<file path="src/source/udma_defines.svh">
/*
 * micro-DMA sizing and register select layout
 * the channel count is tied to the 2-bit channel field of regsel
 * changing UDMA_CHANNELS alone is not supported
 */
`ifndef UDMA_DEFINES_SVH
`define UDMA_DEFINES_SVH

`define UDMA_CHANNELS 4             // fixed by regsel[3:2]
`define UDMA_DW 32                  // bus data width
`define UDMA_AW 32                  // byte address width

// regsel layout {group[1:0], channel[1:0], lane[1:0]}
`define UDMA_SEL_GROUP_LSB 4
`define UDMA_SEL_CH_LSB 2

`endif

</file>
<file path="src/source/udma_reg_pkg.sv">
/*
 * CPU register map of the micro-DMA
 * group codes follow regsel[5:4]; the NEST group is read only
 * regwe is expected one-hot, wider writes take precedence otherwise
 */
`default_nettype none

package udma_reg_pkg;

    typedef enum logic [1:0] {
        GRP_SRC      = 2'd0,    // source address
        GRP_DST      = 2'd1,    // destination address
        GRP_CNT_MODE = 2'd2,    // {8'd0, mode, count}
        GRP_NEST     = 2'd3     // interrupt nesting counter
    } reg_group_t;

    typedef enum logic [1:0] {
        WR_LONG,
        WR_WORD,
        WR_BYTE,
        WR_NONE
    } reg_width_t;

    // regwe[2] long, [1] word, [0] byte
    function automatic reg_width_t decode_width(input logic [2:0] we);
        if (we[2]) return WR_LONG;
        if (we[1]) return WR_WORD;
        if (we[0]) return WR_BYTE;
        return WR_NONE;
    endfunction

endpackage

`default_nettype wire

</file>
<file path="src/source/udma_xfer_pkg.sv">
/*
 * transfer encodings of the micro-DMA mode byte
 * mode[1:0] item size, mode[4:2] address mode, upper bits unused
 * reserved address modes 6 and 7 behave as FIXED
 */
`default_nettype none

package udma_xfer_pkg;

    typedef enum logic [1:0] {
        SZ_BYTE = 2'd0,
        SZ_WORD = 2'd1,
        SZ_LONG = 2'd2,
        SZ_RSVD = 2'd3          // handled as long
    } item_size_t;

    typedef enum logic [2:0] {
        AM_DST_INC = 3'd0,
        AM_DST_DEC = 3'd1,
        AM_SRC_INC = 3'd2,
        AM_SRC_DEC = 3'd3,
        AM_FIXED   = 3'd4,
        AM_COUNT   = 3'd5,      // no bus cycle, src += 1
        AM_RSV6    = 3'd6,
        AM_RSV7    = 3'd7
    } addr_mode_t;

    typedef enum logic [2:0] {
        ST_IDLE,
        ST_LOAD,
        ST_READ,
        ST_WRITE,
        ST_UPDATE
    } eng_state_t;

    // bytes per item, used for address stepping
    function automatic logic [2:0] item_bytes(input item_size_t sz);
        case (sz)
            SZ_BYTE: return 3'd1;
            SZ_WORD: return 3'd2;
            default: return 3'd4;
        endcase
    endfunction

endpackage

`default_nettype wire

</file>
<file path="src/source/udma_regs.sv">
/*
 * micro-DMA channel register file, four channels
 * partial writes land on the lane given by regsel[1:0], regout lags one cen cycle
 * a CPU write beats an engine update on the addressed register
 * do not write a channel while it has requests pending
 */
`timescale 1ns/100ps
`default_nettype none
`include "udma_defines.svh"

module udma_regs (
    input  wire                 clk,
    input  wire                 rst,
    input  wire                 cen,
    // CPU port
    input  wire [`UDMA_DW-1:0]  regin,
    input  wire [5:0]           regsel,
    input  wire [2:0]           regwe,
    input  wire                 int_inc,
    input  wire                 int_dec,
    output logic [`UDMA_DW-1:0] regout,
    // engine port
    input  wire [1:0]           eng_ch,
    input  wire                 upd,
    input  wire [`UDMA_AW-1:0]  new_src,
    input  wire [`UDMA_AW-1:0]  new_dst,
    input  wire [15:0]          new_cnt,
    output logic [`UDMA_AW-1:0] cur_src,
    output logic [`UDMA_AW-1:0] cur_dst,
    output logic [15:0]         cur_cnt,
    output logic [7:0]          cur_mode
);
    import udma_reg_pkg::*;

    logic [`UDMA_AW-1:0] sreg [0:`UDMA_CHANNELS-1];    // source addresses
    logic [`UDMA_AW-1:0] dreg [0:`UDMA_CHANNELS-1];    // destination addresses
    logic [15:0]         dmac [0:`UDMA_CHANNELS-1];    // item counts
    logic [7:0]          dmam [0:`UDMA_CHANNELS-1];    // mode bytes
    logic [15:0]         intnest;                      // nesting counter

    reg_group_t          grp;
    reg_width_t          wr_width;
    logic [1:0]          ch;
    logic [1:0]          lane;
    logic [`UDMA_DW-1:0] cm_old;    // count/mode word as the CPU sees it
    logic [`UDMA_DW-1:0] cm_new;

    // overlay the written lanes of din onto old
    function automatic logic [`UDMA_DW-1:0] merge_word(
        input logic [`UDMA_DW-1:0] old,
        input logic [`UDMA_DW-1:0] din,
        input reg_width_t          w,
        input logic [1:0]          ln
    );
        logic [`UDMA_DW-1:0] res;
        res = old;
        case (w)
            WR_LONG: res = din;
            WR_WORD: res[{ln[1], 4'd0} +: 16] = din[15:0];     // half picked by ln[1]
            WR_BYTE: res[{ln, 3'd0} +: 8] = din[7:0];
            default: ;
        endcase
        return res;
    endfunction

    assign grp      = reg_group_t'(regsel[`UDMA_SEL_GROUP_LSB +: 2]);
    assign ch       = regsel[`UDMA_SEL_CH_LSB +: 2];
    assign lane     = regsel[1:0];
    assign wr_width = decode_width(regwe);

    // word write to the upper half or byte lane 2 reaches the mode byte
    assign cm_old = {8'd0, dmam[ch], dmac[ch]};
    assign cm_new = merge_word(cm_old, regin, wr_width, lane);

    // engine view of the selected channel
    assign cur_src  = sreg[eng_ch];
    assign cur_dst  = dreg[eng_ch];
    assign cur_cnt  = dmac[eng_ch];
    assign cur_mode = dmam[eng_ch];

    always_ff @(posedge clk or posedge rst) begin
        if (rst) begin
            for (int i = 0; i < `UDMA_CHANNELS; i++) begin
                sreg[i] <= '0;
                dreg[i] <= '0;
                dmac[i] <= '0;
                dmam[i] <= '0;
            end
            intnest <= '0;
        end else if (cen) begin
            case ({int_inc, int_dec})
                2'b10:   intnest <= intnest + 16'd1;
                2'b01:   intnest <= intnest - 16'd1;
                default: ;                          // both or none, hold
            endcase
            if (upd) begin                          // engine write back
                sreg[eng_ch] <= new_src;
                dreg[eng_ch] <= new_dst;
                dmac[eng_ch] <= new_cnt;
            end
            if (wr_width != WR_NONE) begin          // later assignment wins over upd
                case (grp)
                    GRP_SRC: sreg[ch] <= merge_word(sreg[ch], regin, wr_width, lane);
                    GRP_DST: dreg[ch] <= merge_word(dreg[ch], regin, wr_width, lane);
                    GRP_CNT_MODE: begin
                        dmam[ch] <= cm_new[23:16];
                        dmac[ch] <= cm_new[15:0];   // byte lane 3 falls off
                    end
                    default: ;                      // nesting counter not writable
                endcase
            end
        end
    end

    // registered read mux
    always_ff @(posedge clk or posedge rst) begin
        if (rst) begin
            regout <= '0;
        end else if (cen) begin
            case (grp)
                GRP_SRC:      regout <= sreg[ch];
                GRP_DST:      regout <= dreg[ch];
                GRP_CNT_MODE: regout <= cm_old;
                default:      regout <= {16'd0, intnest};
            endcase
        end
    end

endmodule

`default_nettype wire

</file>
<file path="src/source/udma_engine.sv">
/*
 * micro-DMA transfer engine, one item per request, channel 0 first
 * Wishbone classic master, ack is only sampled on cen cycles
 * addresses must be aligned to the item size
 * a count of zero at start wraps to 16'hffff and gives no dma_end
 */
`timescale 1ns/100ps
`default_nettype none
`include "udma_defines.svh"

module udma_engine (
    input  wire                        clk,
    input  wire                        rst,
    input  wire                        cen,
    input  wire [`UDMA_CHANNELS-1:0]   req,
    // register file side
    output logic [1:0]                 eng_ch,
    input  wire [`UDMA_AW-1:0]         cur_src,
    input  wire [`UDMA_AW-1:0]         cur_dst,
    input  wire [15:0]                 cur_cnt,
    input  wire [7:0]                  cur_mode,
    output logic                       upd,
    output logic [`UDMA_AW-1:0]        new_src,
    output logic [`UDMA_AW-1:0]        new_dst,
    output logic [15:0]                new_cnt,
    output logic                       busy,
    output logic [`UDMA_CHANNELS-1:0]  dma_end,
    // Wishbone master
    output logic                       wb_cyc,
    output logic                       wb_stb,
    output logic                       wb_we,
    output logic [`UDMA_AW-1:0]        wb_adr,
    output logic [`UDMA_DW-1:0]        wb_dat_o,
    output logic [`UDMA_DW/8-1:0]      wb_sel,
    input  wire [`UDMA_DW-1:0]         wb_dat_i,
    input  wire                        wb_ack
);
    import udma_xfer_pkg::*;

    eng_state_t                state;
    logic [`UDMA_CHANNELS-1:0] pend;        // latched requests
    logic [`UDMA_CHANNELS-1:0] req_all;
    logic [`UDMA_CHANNELS-1:0] pick_oh;
    logic [`UDMA_CHANNELS-1:0] ch_oh;
    logic [1:0]                pick_ch;
    logic [1:0]                ch_q;
    logic [`UDMA_AW-1:0]       src_q;
    logic [`UDMA_AW-1:0]       dst_q;
    logic [15:0]               cnt_q;
    logic [7:0]                mode_q;
    item_size_t                size_q;
    addr_mode_t                amode_q;
    logic [`UDMA_AW-1:0]       step;

    function automatic logic [3:0] lane_sel(input item_size_t sz, input logic [1:0] a);
        case (sz)
            SZ_BYTE: return 4'b0001 << a;
            SZ_WORD: return a[1] ? 4'b1100 : 4'b0011;
            default: return 4'b1111;
        endcase
    endfunction

    // pick the item out of its lanes, right aligned
    function automatic logic [31:0] rd_item(input logic [31:0] d, input item_size_t sz,
                                            input logic [1:0] a);
        case (sz)
            SZ_BYTE: return {24'd0, d[{a, 3'd0} +: 8]};
            SZ_WORD: return {16'd0, d[{a[1], 4'd0} +: 16]};
            default: return d;
        endcase
    endfunction

    function automatic logic [31:0] wr_lanes(input logic [31:0] it, input item_size_t sz);
        case (sz)
            SZ_BYTE: return {4{it[7:0]}};
            SZ_WORD: return {2{it[15:0]}};
            default: return it;
        endcase
    endfunction

    assign req_all = pend | req;
    always_comb begin
        pick_ch = 2'd0;
        for (int i = `UDMA_CHANNELS - 1; i >= 0; i--) begin
            if (req_all[i]) pick_ch = i[1:0];   // lowest set bit wins
        end
    end
    assign pick_oh = {{(`UDMA_CHANNELS-1){1'b0}}, 1'b1} << pick_ch;
    assign ch_oh   = {{(`UDMA_CHANNELS-1){1'b0}}, 1'b1} << ch_q;

    assign eng_ch  = ch_q;
    assign size_q  = item_size_t'(mode_q[1:0]);
    assign amode_q = addr_mode_t'(mode_q[4:2]);
    assign step    = {{(`UDMA_AW-3){1'b0}}, item_bytes(size_q)};
    assign upd     = state == ST_UPDATE;
    assign busy    = state != ST_IDLE;
    assign dma_end = (upd && cen && new_cnt == 16'd0) ? ch_oh : '0;

    always_comb begin
        new_src = src_q;
        new_dst = dst_q;
        new_cnt = cnt_q - 16'd1;
        case (amode_q)
            AM_DST_INC: new_dst = dst_q + step;
            AM_DST_DEC: new_dst = dst_q - step;
            AM_SRC_INC: new_src = src_q + step;
            AM_SRC_DEC: new_src = src_q - step;
            AM_COUNT:   new_src = src_q + {{(`UDMA_AW-1){1'b0}}, 1'b1};
            default:    ;                           // fixed and reserved
        endcase
    end

    always_ff @(posedge clk or posedge rst) begin
        if (rst) begin
            state  <= ST_IDLE;
            pend   <= '0;
            ch_q   <= 2'd0;
            wb_cyc <= 1'b0;
            wb_stb <= 1'b0;
            wb_we  <= 1'b0;
        end else if (cen) begin
            pend <= req_all;                        // repeat pulses merge
            case (state)
                ST_IDLE: if (|req_all) begin
                    pend  <= req_all & ~pick_oh;
                    ch_q  <= pick_ch;
                    state <= ST_LOAD;
                end
                ST_LOAD: if (addr_mode_t'(cur_mode[4:2]) == AM_COUNT) begin
                    state <= ST_UPDATE;             // no bus cycle
                end else begin
                    wb_cyc <= 1'b1;
                    wb_stb <= 1'b1;
                    wb_we  <= 1'b0;
                    state  <= ST_READ;
                end
                ST_READ: if (wb_ack) begin
                    wb_cyc <= 1'b0;
                    wb_stb <= 1'b0;
                    state  <= ST_WRITE;
                end
                ST_WRITE: if (!wb_cyc) begin        // idle cycle between bus cycles
                    wb_cyc <= 1'b1;
                    wb_stb <= 1'b1;
                    wb_we  <= 1'b1;
                end else if (wb_ack) begin
                    wb_cyc <= 1'b0;
                    wb_stb <= 1'b0;
                    wb_we  <= 1'b0;
                    state  <= ST_UPDATE;
                end
                default: state <= ST_IDLE;          // UPDATE lasts one cycle
            endcase
        end
    end

    // transfer payload, stable while wb_cyc is high
    always_ff @(posedge clk) begin
        if (cen && state == ST_LOAD) begin
            src_q  <= cur_src;
            dst_q  <= cur_dst;
            cnt_q  <= cur_cnt;
            mode_q <= cur_mode;
            wb_adr <= cur_src;
            wb_sel <= lane_sel(item_size_t'(cur_mode[1:0]), cur_src[1:0]);
        end
        if (cen && state == ST_READ && wb_ack) begin
            wb_adr   <= dst_q;
            wb_sel   <= lane_sel(size_q, dst_q[1:0]);
            wb_dat_o <= wr_lanes(rd_item(wb_dat_i, size_q, src_q[1:0]), size_q);
        end
    end

endmodule

`default_nettype wire

</file>
<file path="src/source/udma_top.sv">
/*
 * micro-DMA top, register file plus transfer engine
 * req bits are one cen cycle pulses, busy falls when an item is done
 */
`timescale 1ns/100ps
`default_nettype none
`include "udma_defines.svh"

module udma_top (
    input  wire                        clk,
    input  wire                        rst,
    input  wire                        cen,
    input  wire [`UDMA_DW-1:0]         regin,
    input  wire [5:0]                  regsel,
    input  wire [2:0]                  regwe,
    input  wire                        int_inc,
    input  wire                        int_dec,
    output logic [`UDMA_DW-1:0]        regout,
    input  wire [`UDMA_CHANNELS-1:0]   req,
    output logic [`UDMA_CHANNELS-1:0]  dma_end,
    output logic                       busy,
    output logic                       wb_cyc,
    output logic                       wb_stb,
    output logic                       wb_we,
    output logic [`UDMA_AW-1:0]        wb_adr,
    output logic [`UDMA_DW-1:0]        wb_dat_o,
    output logic [`UDMA_DW/8-1:0]      wb_sel,
    input  wire [`UDMA_DW-1:0]         wb_dat_i,
    input  wire                        wb_ack
);
    logic [1:0]          eng_ch;        // channel under service
    logic                upd;
    logic [`UDMA_AW-1:0] cur_src, cur_dst, new_src, new_dst;
    logic [15:0]         cur_cnt, new_cnt;
    logic [7:0]          cur_mode;

    udma_regs u_regs (
        .clk, .rst, .cen, .regin, .regsel, .regwe, .int_inc, .int_dec, .regout,
        .eng_ch, .upd, .new_src, .new_dst, .new_cnt,
        .cur_src, .cur_dst, .cur_cnt, .cur_mode
    );

    udma_engine u_engine (
        .clk, .rst, .cen, .req,
        .eng_ch, .cur_src, .cur_dst, .cur_cnt, .cur_mode,
        .upd, .new_src, .new_dst, .new_cnt, .busy, .dma_end,
        .wb_cyc, .wb_stb, .wb_we, .wb_adr, .wb_dat_o, .wb_sel, .wb_dat_i, .wb_ack
    );

endmodule

`default_nettype wire

</file>
<file path="config.mk">
export PLATFORM = sky130hd
export DESIGN_NAME = udma_top
export DESIGN_NICKNAME = d
export VERILOG_FILES = /design/src/source/udma_reg_pkg.sv /design/src/source/udma_xfer_pkg.sv /design/src/source/udma_regs.sv /design/src/source/udma_engine.sv /design/src/source/udma_top.sv
export VERILOG_INCLUDE_DIRS = /design/src /design/src/source
export SDC_FILE = /design/constraint.sdc
export NUM_CORES = 2
export LEC_CHECK = 0
export BUFFER_PORTS_ARGS = -buffer_cell sky130_fd_sc_hd__buf_4
export CAP_MARGIN = 0
export CORE_ASPECT_RATIO = 0.75
export CORE_UTILIZATION = 35
export DETAILED_ROUTE_END_ITERATION = 6
export GPL_ROUTABILITY_DRIVEN = 0
export RECOVER_POWER = 100
export SYNTH_ARGS = -nofsm -noshare
export SYNTH_HDL_FRONTEND = slang
export SYNTH_SLANG_ARGS = --single-unit
export TNS_END_PERCENT = 1
</file>
<file path="constraint.sdc">
create_clock -name clk -period 18.8 [get_ports clk]
set_input_delay 2.82 -clock clk [delete_from_list [all_inputs] [get_ports clk]]
set_output_delay 2.82 -clock clk [all_outputs]
set_load 0.02 [all_outputs]
</file>
### After elaboration in Yosys (flattened, before gate mapping)

Cells that the tools add are included.

| word-level totals | value |
|---|---|
| register bits | 565 |
| input bits | 83 |
| output and inout bits | 108 |
| logic and storage cells | 230 |

| operators by class | value |
|---|---|
| add/subtract/negate cells | 10 |
| order comparisons | 4 |
| eq/ne operators | 24 |
| shifts and indexed selects | 10 |
| mux-type cells | 119 |
| bitwise gates (word level) | 5 |
| reduce and logical (&&, ||, !) cells | 27 |

Operators by type and width:

| kind | number |
|---|---|
| 128-bit two-way mux | 8 |
| 32-bit two-way mux | 18 |
| 128-bit bitwise mux | 4 |
| 32-bit one-hot mux with 3 select lines | 4 |
| 32-bit binary-select mux with 2-bit select | 4 |
| 64-bit two-way mux | 4 |
| 32-bit bitwise mux | 7 |
| 32-bit one-hot mux with 2 select lines | 3 |
| 64-bit bitwise mux | 2 |
| 32-bit demux with 2-bit select | 2 |
| 16-bit two-way mux | 6 |
| 24-bit one-hot mux with 3 select lines | 1 |
| 32-bit by 3-bit adder with 32-bit output | 2 |
| 16-bit binary-select mux with 2-bit select | 2 |
| 16-bit demux with 2-bit select | 2 |
| 32-bit by 3-bit subtractor with 32-bit output | 2 |
| 32-bit by 1-bit adder with 32-bit output (second input constant) | 1 |
| 8-bit binary-select mux with 2-bit select | 2 |
| 16-bit one-hot mux with 2 select lines | 1 |
| 16-bit by 7-bit variable shift with 32-bit output (first input constant) | 1 |
| 8-bit by 7-bit variable shift with 32-bit output (first input constant) | 1 |
| 16-bit by 7-bit variable part select with 32-bit output | 1 |
| 32-bit by 6-bit variable part select with 16-bit output | 1 |
| 32-bit by 6-bit variable part select with 8-bit output | 1 |
| other kinds (42) | 119 |

### Longest topological paths before layout

| logic depth | value |
|---|---|
| depth in word-level cells | 15 |
| mapped depth | 20 |
| gate-level depth less buffers | 18 |

### Hierarchy

Synthesis repeated with hierarchy kept, for this count alone.

| unflattened totals | value |
|---|---|
| cells, all modules | 3536 |
| area total of the unflattened synthesis | 36040.8 µm² |

Modules (own cells, without submodules):

| module | instances | cells each | area an instance (µm²) | sequential area each (µm²) |
|---|---|---|---|---|
| udma_regs | 1 | 2343 | 24694.9 | 10009.6 |
| udma_engine | 1 | 1193 | 11345.9 | 4894.7 |

### Worst setup path after synthesis

Ideal clock, no wire load.

| path | value |
|---|---|
| path type | input -> register |
| start | input port cen |
| end | register u_engine.wb_adr[0], enable pin |
| setup time | 0.377 ns |
| data arrival time | 8.225 ns |
| data required time | 18.423 ns |
| path slack | 10.197 ns |
| stages | 6 |
| path buffers | 3 |
| cells stage by stage | clkbuf_1 clkbuf_1 clkbuf_1 nand2_1 nor2_1 or2_2 |

| between the ends | value |
|---|---|
| word-level cells in the longest chain between the ends | 3 |
| elaborated cells between the ends (all ways) | 4 |
| those cells by class | reduce/logical (4) |

RTL lines:

| item | line | RTL |
|---|---|---|
| from (decl) | udma_top.sv:12 | `input wire cen,` |
| 1-bit logical AND (2 in series) | udma_engine.sv:167 | `if (cen && state == ST_READ && wb_ack) begin` |
| 2-bit nonzero test (no line) * | -- |  |
| to (signal assigned) | udma_engine.sv:164 | `wb_adr <= cur_src;` |
| to (signal assigned) | udma_engine.sv:168 | `wb_adr <= dst_q;` |
| to (decl) | udma_engine.sv:32 | `` output logic [`UDMA_AW-1:0] wb_adr, `` |

Every way passes the cells marked *; elsewhere a longest branch is shown, timed or not.
A chain may end at the register's enable or synchronous reset.

### Final worst setup path

| path | value |
|---|---|
| start | input port cen |
| end | register u_engine.wb_adr[8], enable pin |

The elaborated chain is that of the path after synthesis.

==> impl_metrics.json <==
{
  "outcome": "finished, violations left",
  "failed_checks": "max-capacitance violations, max-slew violations",
  "pre_cts_slack_ps": 10910,
  "cp_slowest_cell": "clkbuf_1",
  "hpwlAfterDp_mm": 99.0,
  "hp-class": "register to register",
  "fill_cells": 10000,
  "yosysSeqAreaShare_pct": 41.0,
  "drtAntennaViolNets": 0,
  "avgSynthCellArea_sq_um": 9.92,
  "cts_buffers": 67,
  "regArea_sq_um": 14900,
  "grt_max_degree": 113,
  "cts_htree_levels": 3,
  "synth_edf_count": 153,
  "place_area_sq_um": 39000,
  "start_util_pct": 35.6,
  "p_sw_share_pct": 40.6,
  "synth_xor_area_share_pct": 1.93,
  "combPwrFrac_pct": 42.2,
  "path_cells": "clkbuf_1 > nand2_1 > nor2_4 > clkbuf_1 > or2_2",
  "slew_headroom_pct": -314,
  "cts_setup_buffers": 0,
  "power.net_switching_w": 0.00244,
  "drt-total-wl_mm": 144,
  "drc": 0,
  "final_util_pct": 39.8,
  "max_freq_mhz": 78.3,
  "wl_per_cell_microns": 28.1,
  "area_delta_synth_final_pct": 11.7,
  "io_pins": 191,
  "ys_seq_elements": 565,
  "setup_ws_ps": 6030,
  "arrival_ps": 13020,
  "synthCells": 3665,
  "p_leak_nw": 16.2,
  "async_flop_share_pct": 72.9,
  "power_density_nw_per_um2": 148,
  "stdcell_count": 5117,
  "multiInputGateArea_sq_um": 20100,
  "nNetsFinal": 3895,
  "synth_ff_type": "dfrtp_1",
  "antenna_found_initial": 6,
  "yosys_warnings": 0,
  "fin_skew_ps": 24.5,
  "yosys.area_share.simple_pct": 11.1,
  "first_iter_violations": 5205,
  "tightest_slew_ps": 6220,
  "final_max_slew_viol_count": 1082,
  "holdBufCountCts": 0,
  "die_h_microns": 281,
  "setup_viol": 0,
  "cp-start-kind": "input port",
  "p_seq_share_pct": 35.9,
  "vias": 33200,
  "rsz0062_at_grt": "false",
  "maxCapViolations": 20,
  "first_pass_iters": 6,
  "max_stage_delay_ps": 4290,
  "synth_fa_ha_area_share_pct": 3.09,
  "synth.mux.area_fraction_pct": 16.1,
  "worstSetupPathType": "input port to register",
  "dieArea_sq_um": 105000,
  "grt_use_total_pct": 26.6,
  "cts_tree": "built",
  "fin_tns_setup_ps": 0,
  "placementRows": 101,
  "cts.clk_slew.worst_paths_ps": 60,
  "cts-resized-gates": 0,
  "endpoint_kind": "register",
  "drt-vias-per-instance": 6.49,
  "period_needed_ps": 12770,
  "die_w_microns": 374,
  "post-place-cells": 4994,
  "synth_area_sq_um": 36400,
  "fin_area_sq_um": 40600,
  "finalCritPeriodShare_pct": 67.9,
  "clk_latency_ps": 640,
  "final_common_cell": "dfrtp_1",
  "drive_above_1_share_pct": 13.8,
  "coreArea_sq_um": 102000,
  "cts_max_path_buffers": 3,
  "critPathRequiredTime_ps": 19050,
  "grt_pass1_wl_mm": 210,
  "clkSinkCount": 565,
  "hold_viol": 0,
  "crit_top_cell": "clkbuf_1",
  "synth-compound-area-share_pct": 23.0,
  "root_buffer": "clkbuf_16",
  "mostFrequentLayoutCells": "dfrtp_1, nor2_1, nand2_1, a21oi_1, o22ai_1",
  "ys_types": 82,
  "pwr-share-clk_pct": 21.8,
  "intPower_w": 0.00357,
  "overflow": 0,
  "syn_nets": 3836,
  "synth_top_family_by_area": "compound AO/OA/AOI/OAI gates",
  "grt_pass1_vias": 30900,
  "critPathMaxFanout": 112,
  "vdd_drop_max_mv": 0.0930,
  "port_buffers": 190
}
power groups by stage:
stage	clock network [W]	registers [W]	logic [W]
after floorplan	0	0.00208	0.00166
after global placement	0	0.00213	0.00249
after detailed placement	0	0.00215	0.00252
after CTS	0.00133	0.00213	0.00253
after global routing	0.00137	0.00221	0.00269
final	0.00131	0.00216	0.00254
layer usage:
layer / global-route usage (%) / vias up / wire length, microns
met2: 37.2 / 2312 / 59700
li1: - / 14100 / -
met1: 37.7 / 16500 / 58800
met4: 9.71 / 4 / 5100
met3: 9.12 / 293 / 20100
met5: 0.920 / - / 131
metrics by stage:
stage	power, W	hold WS, ps
floorplan	0.00374	437
global placement	0.00463	475
detailed placement	0.00466	476
CTS	0.00599	491
global route	0.00627	519
finish	0.00601	486
area by class of cell:
class	instances	share of cell area, %
Antenna cell	2	0.0123
Clock buffer	105	5.01
Clock inverter	16	0.274
Inverter	83	0.771
Multi-Input combinational cell	2751	49.5
Sequential cell	565	36.7
Tap cell	1339	4.13
Timing Repair Buffer	256	3.53
sequential cells by signal (all words and copies together) (netlist names):
name               count
u_regs.regout         32
u_engine.wb_cyc        1
u_engine.wb_sel        4
u_engine.src_q        32
u_engine.eng_ch        2
u_engine.mode_q        5
u_engine.wb_we         1
u_engine.dst_q        32
u_engine.state         3
u_regs.sreg          128
u_engine.wb_adr       32
u_regs.dmam           32
u_engine.wb_stb        1
u_engine.cnt_q        16
u_engine.wb_dat_o     32
u_engine.pend          4
u_regs.dreg          128
u_regs.intnest        16
u_regs.dmac           64
synth_stat cells, types with 15 or more instances:
library cell | number | area [sq um]
ha_1 | 85 | 1060
o22a_1 | 21 | 184
nand2b_1 | 26 | 163
inv_1 | 82 | 308
a21boi_0 | 15 | 113
o21a_1 | 20 | 150
nand3_1 | 38 | 190
xor2_1 | 35 | 307
o221ai_1 | 53 | 464
mux2i_1 | 51 | 510
o22ai_1 | 255 | 1600
and3_1 | 17 | 106
o21ai_1 | 17 | 85.1
a21oi_1 | 346 | 1730
clkbuf_1 | 210 | 788
o211ai_1 | 18 | 135
xnor2_1 | 45 | 394
buf_1 | 17 | 63.8
mux4_2 | 195 | 4390
a22o_1 | 107 | 937
dfrtp_1 | 412 | 10300
a22oi_1 | 28 | 210
a31oi_1 | 22 | 138
nor2_1 | 389 | 1460
mux2_2 | 84 | 946
a21o_1 | 56 | 420
o21ai_0 | 239 | 1200
edfxtp_1 | 153 | 4590
nor2b_1 | 22 | 138
nand2_1 | 358 | 1340
buf_2 | 35 | 175
a221oi_1 | 28 | 245
nor3_1 | 34 | 170
cells by family after synthesis:
| group | after synthesis |
|---|---|
| compound gates | 1303 |
| fa+ha+maj | 88 |
| simple gates | 949 |
| flops | 565 |
| mux | 331 |
| buf+inv | 349 |
| xor+xnor | 80 |
final timing paths:
check	start	to	slack (ps)	cells past startpoint
worst max-delay path	cen	u_engine.wb_adr[8]	6030	5
worst min-delay path	u_engine.wb_stb	u_engine.wb_stb	490	2
worst max register to register	u_engine.eng_ch[1]	u_regs.dreg[10]	11080	6
worst min register to register	u_engine.wb_stb	u_engine.wb_stb	490	2
max in group asynchronous	rst	u_regs.sreg[70]	7480	4
min in group asynchronous	rst	u_regs.dmac[12]	3700	2
worst max-delay path, delay by kind of cell:
family	cells	cell delay [ps]
and+or+nand+nor	3	2020
buffers and inverters	2	7960
Power figures use the tool's default switching activity.
